## src/rtl/axi2per_pkg.sv

```systemverilog
`default_nettype none

package axi2per_pkg;

  // **********************************************************************
  // Widths
  // **********************************************************************

  // AXI slave port
  localparam int unsigned AXI_ADDR_WIDTH = 32;
  localparam int unsigned AXI_DATA_WIDTH = 64;
  localparam int unsigned AXI_ID_WIDTH   = 3;
  localparam int unsigned AXI_STRB_WIDTH = AXI_DATA_WIDTH / 8;

  // Peripheral bus, one 32-bit lane of the AXI word
  localparam int unsigned PER_ADDR_WIDTH = 32;
  localparam int unsigned PER_DATA_WIDTH = 32;
  localparam int unsigned PER_BE_WIDTH   = PER_DATA_WIDTH / 8;

  // AXI response codes
  localparam logic [1:0] RESP_OKAY   = 2'b00;
  localparam logic [1:0] RESP_SLVERR = 2'b10;

  // **********************************************************************
  // Channel types
  // **********************************************************************

  // 64-bit data word, either flat or split in two lanes picked by addr[2]
  typedef union packed {
    logic [AXI_DATA_WIDTH-1:0]      word;
    logic [1:0][PER_DATA_WIDTH-1:0] lane;
  } axi_data_u;

  typedef struct packed {
    logic [AXI_ID_WIDTH-1:0]   id;
    logic [AXI_ADDR_WIDTH-1:0] addr;
  } axi_ar_t;

  typedef struct packed {
    logic [AXI_ID_WIDTH-1:0]   id;
    logic [AXI_ADDR_WIDTH-1:0] addr;
  } axi_aw_t;

  typedef struct packed {
    axi_data_u                 data;
    logic [AXI_STRB_WIDTH-1:0] strb;
    logic                      last;
  } axi_w_t;

  typedef struct packed {
    logic [AXI_ID_WIDTH-1:0] id;
    axi_data_u               data;
    logic [1:0]              resp;
    logic                    last;
  } axi_r_t;

  typedef struct packed {
    logic [AXI_ID_WIDTH-1:0] id;
    logic [1:0]              resp;
  } axi_b_t;

  // Peripheral request, wen high means read
  typedef struct packed {
    logic [PER_ADDR_WIDTH-1:0] addr;
    logic                      wen;
    logic [PER_BE_WIDTH-1:0]   be;
    logic [PER_DATA_WIDTH-1:0] wdata;
  } per_req_t;

  // Peripheral response, opc high flags an error
  typedef struct packed {
    logic                      opc;
    logic [PER_DATA_WIDTH-1:0] rdata;
  } per_resp_t;

  // Context of the accepted transfer, handed to the response side
  typedef struct packed {
    logic                    read;
    logic [AXI_ID_WIDTH-1:0] id;
    logic                    lane;
  } trans_t;

endpackage

`default_nettype wire
```

## src/rtl/axi2per.sv

```systemverilog
`timescale 1ns/1ps
`default_nettype none

module axi2per import axi2per_pkg::*; (
  input  logic      clk_i,
  input  logic      rst_ni,

  // **********************************************************************
  // AXI4 slave port
  // **********************************************************************

  // Read address
  input  axi_ar_t   axi_ar_i,
  input  logic      axi_ar_valid_i,
  output logic      axi_ar_ready_o,

  // Write address
  input  axi_aw_t   axi_aw_i,
  input  logic      axi_aw_valid_i,
  output logic      axi_aw_ready_o,

  // Write data
  input  axi_w_t    axi_w_i,
  input  logic      axi_w_valid_i,
  output logic      axi_w_ready_o,

  // Read data
  output axi_r_t    axi_r_o,
  output logic      axi_r_valid_o,
  input  logic      axi_r_ready_i,

  // Write response
  output axi_b_t    axi_b_o,
  output logic      axi_b_valid_o,
  input  logic      axi_b_ready_i,

  // **********************************************************************
  // Peripheral master port
  // **********************************************************************

  output per_req_t  per_req_o,
  output logic      per_req_valid_o,
  input  logic      per_gnt_i,
  input  logic      per_r_valid_i,
  input  per_resp_t per_resp_i
);

  // Accept pulse and context towards the response side
  logic   trans_req;
  trans_t trans;

  // Handshake done, frees the request side
  logic   trans_done;

  // Request path, AXI to peripheral
  axi2per_req_channel i_req_channel (
    .clk_i           ( clk_i           ),
    .rst_ni          ( rst_ni          ),
    .ar_i            ( axi_ar_i        ),
    .ar_valid_i      ( axi_ar_valid_i  ),
    .ar_ready_o      ( axi_ar_ready_o  ),
    .aw_i            ( axi_aw_i        ),
    .aw_valid_i      ( axi_aw_valid_i  ),
    .aw_ready_o      ( axi_aw_ready_o  ),
    .w_i             ( axi_w_i         ),
    .w_valid_i       ( axi_w_valid_i   ),
    .w_ready_o       ( axi_w_ready_o   ),
    .per_req_o       ( per_req_o       ),
    .per_req_valid_o ( per_req_valid_o ),
    .per_gnt_i       ( per_gnt_i       ),
    .trans_req_o     ( trans_req       ),
    .trans_o         ( trans           ),
    .trans_done_i    ( trans_done      )
  );

  // Response path, peripheral back to R or B
  axi2per_res_channel i_res_channel (
    .clk_i         ( clk_i         ),
    .rst_ni        ( rst_ni        ),
    .trans_req_i   ( trans_req     ),
    .trans_i       ( trans         ),
    .per_r_valid_i ( per_r_valid_i ),
    .per_resp_i    ( per_resp_i    ),
    .r_o           ( axi_r_o       ),
    .r_valid_o     ( axi_r_valid_o ),
    .r_ready_i     ( axi_r_ready_i ),
    .b_o           ( axi_b_o       ),
    .b_valid_o     ( axi_b_valid_o ),
    .b_ready_i     ( axi_b_ready_i ),
    .trans_done_o  ( trans_done    )
  );

endmodule

`default_nettype wire

```

## src/rtl/axi2per_res_channel.sv

```systemverilog
`timescale 1ns/1ps
`default_nettype none

module axi2per_res_channel import axi2per_pkg::*; (
  input  logic      clk_i,
  input  logic      rst_ni,

  // **********************************************************************
  // Link from the request channel
  // **********************************************************************

  input  logic      trans_req_i,
  input  trans_t    trans_i,

  // Peripheral response
  input  logic      per_r_valid_i,
  input  per_resp_t per_resp_i,

  // **********************************************************************
  // AXI slave responses
  // **********************************************************************

  // Read data
  output axi_r_t    r_o,
  output logic      r_valid_o,
  input  logic      r_ready_i,

  // Write response
  output axi_b_t    b_o,
  output logic      b_valid_o,
  input  logic      b_ready_i,

  // R or B handshake done
  output logic      trans_done_o
);

  typedef enum logic {
    Idle,
    Pending
  } state_e;

  state_e    state_d, state_q;

  // Context of the transfer in flight
  trans_t    trans_q;

  // Captured peripheral response
  logic [PER_DATA_WIDTH-1:0] rdata_q;
  logic                      opc_q;

  logic       r_hs;
  logic       b_hs;
  logic [1:0] resp;
  axi_data_u  r_data;

  // **********************************************************************
  // Response outputs
  // **********************************************************************

  // Direction recorded at accept picks R or B
  assign r_valid_o = (state_q == Pending) &&  trans_q.read;
  assign b_valid_o = (state_q == Pending) && !trans_q.read;

  assign r_hs         = r_valid_o && r_ready_i;
  assign b_hs         = b_valid_o && b_ready_i;
  assign trans_done_o = r_hs | b_hs;

  // Peripheral error becomes SLVERR
  assign resp = opc_q ? RESP_SLVERR : RESP_OKAY;

  // Place the 32-bit word in its lane, other lane stays zero
  always_comb begin
    r_data = '0;
    r_data.lane[trans_q.lane] = rdata_q;
  end

  // Payload comes from registers, stable while valid waits for ready
  assign r_o.id   = trans_q.id;
  assign r_o.data = r_data;
  assign r_o.resp = resp;
  assign r_o.last = 1'b1;

  assign b_o.id   = trans_q.id;
  assign b_o.resp = resp;

  // **********************************************************************
  // FSM
  // **********************************************************************

  always_comb begin
    state_d = state_q;
    unique case (state_q)
      Idle: begin
        if (per_r_valid_i) begin
          state_d = Pending;
        end
      end

      Pending: begin
        if (trans_done_o) begin
          state_d = Idle;
        end
      end

      default: state_d = Idle;
    endcase
  end

  always_ff @(posedge clk_i, negedge rst_ni) begin
    if (!rst_ni) begin
      state_q <= Idle;
    end else begin
      state_q <= state_d;
    end
  end

  // Context and data registers
  always_ff @(posedge clk_i) begin
    if (trans_req_i) begin
      trans_q <= trans_i;
    end
    if (per_r_valid_i) begin
      rdata_q <= per_resp_i.rdata;
      opc_q   <= per_resp_i.opc;
    end
  end

endmodule

`default_nettype wire

```

## src/rtl/axi2per_req_channel.sv

```systemverilog
`timescale 1ns/1ps
`default_nettype none

module axi2per_req_channel import axi2per_pkg::*; (
  input  logic     clk_i,
  input  logic     rst_ni,

  // **********************************************************************
  // AXI slave side
  // **********************************************************************

  // Read address
  input  axi_ar_t  ar_i,
  input  logic     ar_valid_i,
  output logic     ar_ready_o,

  // Write address
  input  axi_aw_t  aw_i,
  input  logic     aw_valid_i,
  output logic     aw_ready_o,

  // Write data
  input  axi_w_t   w_i,
  input  logic     w_valid_i,
  output logic     w_ready_o,

  // **********************************************************************
  // Peripheral master side
  // **********************************************************************

  output per_req_t per_req_o,
  output logic     per_req_valid_o,
  input  logic     per_gnt_i,

  // **********************************************************************
  // Link to the response channel
  // **********************************************************************

  output logic     trans_req_o,
  output trans_t   trans_o,
  input  logic     trans_done_i
);

  // Idle waits for AXI, Request holds the bus request, WaitResp waits for R/B
  typedef enum logic [1:0] {
    Idle,
    Request,
    WaitResp
  } state_e;

  state_e   state_d, state_q;

  // Registered peripheral request
  per_req_t req_d, req_q;

  // Accept qualifiers, reads win over writes
  logic     accept_rd;
  logic     accept_wr;

  // Lane of the write, addr bit 2
  logic     wr_lane;

  // Write strobe split per 32-bit lane
  logic [1:0][PER_BE_WIDTH-1:0] strb_lanes;

  // **********************************************************************
  // Accept logic
  // **********************************************************************

  assign accept_rd = (state_q == Idle) && ar_valid_i;

  // Address and data of a write are taken together
  assign accept_wr = (state_q == Idle) && !ar_valid_i && aw_valid_i && w_valid_i;

  assign ar_ready_o = accept_rd;
  assign aw_ready_o = accept_wr;
  assign w_ready_o  = accept_wr;

  assign wr_lane    = aw_i.addr[2];
  assign strb_lanes = w_i.strb;

  // Context goes out in the accept cycle only
  assign trans_req_o  = accept_rd | accept_wr;
  assign trans_o.read = ar_valid_i;
  assign trans_o.id   = ar_valid_i ? ar_i.id : aw_i.id;
  assign trans_o.lane = ar_valid_i ? ar_i.addr[2] : wr_lane;

  // **********************************************************************
  // Peripheral request build
  // **********************************************************************

  always_comb begin
    req_d = req_q;
    if (accept_rd) begin
      // Reads fetch the full 32-bit word
      req_d.addr  = ar_i.addr[PER_ADDR_WIDTH-1:0];
      req_d.wen   = 1'b1;
      req_d.be    = '1;
      req_d.wdata = '0;
    end else if (accept_wr) begin
      // Writes keep only the lane picked by addr[2]
      req_d.addr  = aw_i.addr[PER_ADDR_WIDTH-1:0];
      req_d.wen   = 1'b0;
      req_d.be    = strb_lanes[wr_lane];
      req_d.wdata = w_i.data.lane[wr_lane];
    end
  end

  assign per_req_o       = req_q;
  assign per_req_valid_o = (state_q == Request);

  // **********************************************************************
  // FSM
  // **********************************************************************

  always_comb begin
    state_d = state_q;
    unique case (state_q)
      Idle: begin
        if (accept_rd || accept_wr) begin
          state_d = Request;
        end
      end

      Request: begin
        // Request stays up and stable until the grant
        if (per_gnt_i) begin
          state_d = WaitResp;
        end
      end

      WaitResp: begin
        // Busy until the R or B handshake
        if (trans_done_i) begin
          state_d = Idle;
        end
      end

      default: state_d = Idle;
    endcase
  end

  always_ff @(posedge clk_i, negedge rst_ni) begin
    if (!rst_ni) begin
      state_q <= Idle;
    end else begin
      state_q <= state_d;
    end
  end

  // Request payload
  always_ff @(posedge clk_i) begin
    req_q <= req_d;
  end

endmodule

`default_nettype wire

```

## config.mk

```make
export PLATFORM = sky130hd
export DESIGN_NAME = axi2per
export DESIGN_NICKNAME = d
export VERILOG_FILES = /design/src/rtl/axi2per_pkg.sv /design/src/rtl/axi2per.sv /design/src/rtl/axi2per_res_channel.sv /design/src/rtl/axi2per_req_channel.sv
export SDC_FILE = /design/constraint.sdc
export NUM_CORES = 1
export LEC_CHECK = 0
export ABC_AREA = 1
export BUFFER_PORTS_ARGS = -buffer_cell sky130_fd_sc_hd__buf_2
export CORE_ASPECT_RATIO = 0.8
export CORE_MARGIN = 2
export CORE_UTILIZATION = 30
export DETAILED_ROUTE_END_ITERATION = 16
export PLACE_DENSITY = 0.61
export SKIP_LAST_GASP = 1
export SLEW_MARGIN = 20
export SYNTH_ARGS = -nofsm -noshare
export SYNTH_HDL_FRONTEND = slang
export SYNTH_SLANG_ARGS = --single-unit
```

## constraint.sdc

```tcl
create_clock -name clk_i -period 2.6 [get_ports clk_i]
set_input_delay 0.13 -clock clk_i [delete_from_list [all_inputs] [get_ports clk_i]]
set_output_delay 0.13 -clock clk_i [all_outputs]
set_load 0.01 [all_outputs]
```

==> impl.org <==
** Global route
- Wire length of the first global-routing pass :: 23,300 µm
- The initial antenna violation count was 0.
- Entering global routing, the biggest net connects 65 pins.
- Summed over all layers, the global routing overflow is 0.
- In the global route stage, overall resource usage came out at 0.156.
- Via count of the first global-routing pass :: 4,703

** Setup path
- The critical path goes through nor2_4, nand2_2, nor2_4, buf_2.
- The endpoint identified for the worst register-to-register timing path is i_req_channel.per_req_o[12]$_SDFFE_PP0N_.
- For this design, the slowest cell found on the critical path is sky130_fd_sc_hd__nor2_4.
- Crit. End Element :: output port
- Minimum setup slack among reg-to-reg paths :: 0.75 ns
- The critical path runs through a total of 4 cells.
- Setup crit start kind :: register
- The cell that appears most often on the critical path is sky130_fd_sc_hd__nor2_4.
- Startpoint-to-endpoint class of the critical path :: register to output port
- Critical path's largest stage delay :: 0.64 ns
- Counting both buffers and inverters, the worst setup path holds a total of 1.
- On the critical path the largest part of the delay comes from simple AND/OR/NAND/NOR gates.
- Startpoint of the worst register-to-register path :: i_req_channel.state_q[1]$_DFFE_PN0P_
- Along the worst path, the maximum fanout reaches 37.
- CP Data Required Time :: 2.47 ns
- The number of cells on the worst reg-to-reg path is 6.
- For the worst setup path, the data arrival time is 1.97 ns.

** Synthesis
- Yosys warning total :: 0
- After synthesis, the cell types taking the most area are sky130_fd_sc_hd__edfxtp_1 (40%), sky130_fd_sc_hd__nand2_1 (23%), sky130_fd_sc_hd__dfxtp_1 (14%).
- Average size of a mapped cell :: 7.57 µm²
- Count of state elements after synthesis :: 110
- Cell type with the highest aggregate area in the netlist :: sky130_fd_sc_hd__edfxtp_1
- Post-synthesis instance area :: 5300 µm²
- After synthesis, the netlist uses 20 different library cells.
- Syn Inst Count :: 700
- Of the post-synthesis cell area, the dominant cell type holds 0.397.
- The share of the Yosys chip area taken by registers is 0.551.

** Worst hold path
- End point of the worst hold path :: i_req_channel.per_req_o[53]$_DFFE_PP_
- The worst hold path passes through 3 cells.
- Start point of the worst min-delay path :: axi_aw_i[16]
- Type of the worst min-delay path :: primary input to register

** Final layout
- Registers take 2920 µm².
- Most common cell after layout, fill and taps aside :: sky130_fd_sc_hd__buf_2
- Commonest cells after routing, fill and taps aside :: sky130_fd_sc_hd__buf_2 (330), sky130_fd_sc_hd__nand2_1 (325), sky130_fd_sc_hd__inv_1 (101)
- The repair_antennas step left the layout with diodes totalling 0.
- Area of combinational cells with multiple inputs :: 1710 µm²
- The layout has 1,758 filler cells.
- In the final layout, the share of cells above drive strength 1 is 0.343.
- After the last flow step, the layout net total stands at 1,223.
- Area Overhead vs Synth :: 44.4%

** Route
- The pre-antenna-repair detailed-routing pass consisted of 5 iterations.
- DRC violation count after routing :: 0
- For this block, the routed nets add up to 15,200 µm of wire.
- Routed WL per cell :: 12.0 µm
- Drt initial violations :: 305
- Vias per cell :: 4.05
- For this block, the via count after detailed routing is 5,137.
- Post-detailed-route count of antenna-violating nets :: 0

** Clock network
- Buffer levels on the longest clock path :: 2
- Root buffer cell :: sky130_fd_sc_hd__clkbuf_16
- TritonCTS clock tree :: yes
- Buffers added to address setup during post-CTS repair amount to 0.
- Clk Latency, worst-skew pair :: 0.35 ns
- Count of clock tree sinks :: 110
- Clock transition at the registers of the reported paths :: 0.07 ns
- H-tree levels :: 3
- TritonCTS buffer count :: 9
- Number of cells upsized or downsized after cts :: 0
- In this run, post-CTS hold repair placed 35 buffers.

** Floorplanning
- Horizontal die dimension :: 153 µm
- The initial utilization of the core area, before any placement, comes to 0.306.
- Die Span Y :: 123 µm
- The die covers 18,700 µm².
- Site Rows :: 43
- Core outline area :: 17,300 µm²
- During I/O placement, the number of pins put on the boundary was 335.

** STA
- The final count of pins violating max slew came to 0.
- Minimum period implied by the final worst setup slack :: 2.10 ns
- Worst Hold Slack :: 0.0424 ns
- Highest clock rate :: 476 MHz
- Headroom to the max-slew limit came out at 0.447.
- Max Clock Skew :: 0.00546 ns
- Setup violations remaining at the end of the flow were counted as 0.
- Portion of the clock cycle consumed by the worst path in the final layout :: 0.807
- Worst Max-Slew Pin Slew :: 0.828 ns
- RSZ-0062 raised after global routing :: false
- The number of endpoints with negative hold slack in the final report is 0.
- For the final routed database, the setup TNS stands at 0 ns.

** Power
- Summing internal, switching and leakage power gives 7.14 mW.
- Ratio of total power to cell area :: 934 nW/µm²
- The analysis attributes to cell leakage a power of 4.55 nW.
- Switching Share :: 0.373
- Peak VDD IR :: 460 µV
- The internal power of the cells totals 4.48 mW.
- The share of total power dissipated in the clock network is 0.199.
- Portion of total power attributed to combinational logic :: 0.398
- Sequential share of power :: 0.403
- Switching Power :: 2.66 mW

** Outcome
- The flow ran to the end, and the final reports show no timing, DRC or antenna violations.

** Placement
- Placer Congestion :: 0.783
- The count of buffers added on input and output ports is 330.
- Total half-perimeter wirelength after legalization and detailed placement :: 11,300 µm

** Flow run
- Max cap viols :: 0
flip-flops by register name, indices dropped and copies added, names as in the netlist:
| name | flops |
|---|---|
| i_res_channel.opc_q | 1 |
| i_req_channel.state_q | 2 |
| i_res_channel.rdata_q | 32 |
| i_res_channel.trans_q | 2 |
| i_res_channel.state_q | 1 |
| i_req_channel.per_req_o | 69 |
| i_res_channel.b_o | 3 |
how the worst max path moves through the flow:
stage                                              start                                  endpoint  slack (ns)
floorplan           i_req_channel.state_q[1]$_DFFE_PN0P_     i_req_channel.per_req_o[37]$_DFFE_PP_        0.81
finish              i_req_channel.state_q[1]$_DFFE_PN0P_                            axi_aw_ready_o        0.50
detailed placement  i_req_channel.state_q[1]$_DFFE_PN0P_  i_req_channel.per_req_o[12]$_SDFFE_PP0N_        0.76
global route        i_req_channel.state_q[1]$_DFFE_PN0P_                             axi_w_ready_o        0.29
global placement    i_req_channel.state_q[1]$_DFFE_PN0P_  i_req_channel.per_req_o[13]$_SDFFE_PP0N_        0.78
CTS                 i_req_channel.state_q[1]$_DFFE_PN0P_                            axi_aw_ready_o        0.45
layer usage:
metal,track usage,share of wire,up-vias
met5,0,0,-
met4,0.0451,0.014,0
met3,0.0388,0.065,17
met2,0.275,0.49,188
met1,0.192,0.43,2216
li1,-,-,2716
through the flow:
stage	std cells	cell area (µm²)	util	worst slack [ns]
after floorplan	701	5300	-	0.809
after global placement	1217	6990	0.404	0.781
after detailed placement	1217	6990	0.404	0.760
after CTS	1268	7650	0.442	0.455
after global routing	1268	7650	0.442	0.293
final	1268	7650	0.442	0.501
area by class of cell:
cell class | instances | share of cell area
Sequential cell | 110 | 0.381
Timing Repair Buffer | 370 | 0.267
Multi-Input combinational cell | 443 | 0.224
Inverter | 104 | 0.0510
Tap cell | 225 | 0.0368
Clock buffer | 11 | 0.0317
Clock inverter | 5 | 0.00867
Yosys cell counts:
cell                         n
sky130_fd_sc_hd__dfrtp_1     3
sky130_fd_sc_hd__edfxtp_1   70
sky130_fd_sc_hd__nand3_1     6
sky130_fd_sc_hd__nand3_4     1
sky130_fd_sc_hd__o31ai_1     1
sky130_fd_sc_hd__buf_2      15
sky130_fd_sc_hd__nor2_1    100
sky130_fd_sc_hd__dfxtp_1    37
sky130_fd_sc_hd__o21ai_0     2
sky130_fd_sc_hd__conb_1      2
sky130_fd_sc_hd__inv_2       3
sky130_fd_sc_hd__buf_4      18
sky130_fd_sc_hd__nor2_4      2
sky130_fd_sc_hd__inv_1     101
sky130_fd_sc_hd__clkbuf_1    3
sky130_fd_sc_hd__nand2_1   325
sky130_fd_sc_hd__nand2_2     2
sky130_fd_sc_hd__o21ai_1     1
sky130_fd_sc_hd__buf_1       4
sky130_fd_sc_hd__buf_6       4
logic make-up after synthesis:
| family | share of synthesized area |
|---|---|
| AOI/OAI and AO/OA | 0.00425 |
| other | 0.00142 |
| and+or+nand+nor | 0.317 |
| DFF | 0.551 |
| buffers and inverters | 0.127 |
power by group through the flow:
stage | Combinational, mW | Sequential (mW) | Clock (mW)
2_1_floorplan | 1.34 | 3.20 | 0
3_3_place_gp | 2.82 | 2.89 | 0
3_5_place_dp | 2.82 | 2.91 | 0
4_1_cts | 2.87 | 2.89 | 1.48
5_1_grt | 3.20 | 2.96 | 1.54
6_report | 2.84 | 2.88 | 1.42
worst reg2reg max path, stage by stage, from the launching register on:
cell and delay (ns):
sky130_fd_sc_hd__dfrtp_1 0.43, sky130_fd_sc_hd__nor2_4 0.20, sky130_fd_sc_hd__nand3_4 0.48, sky130_fd_sc_hd__buf_4 0.47, sky130_fd_sc_hd__nand2_1 0.07, sky130_fd_sc_hd__nand2_1 0.04, sky130_fd_sc_hd__nor2_1 0.10
Power figures use the tool's default switching activity.
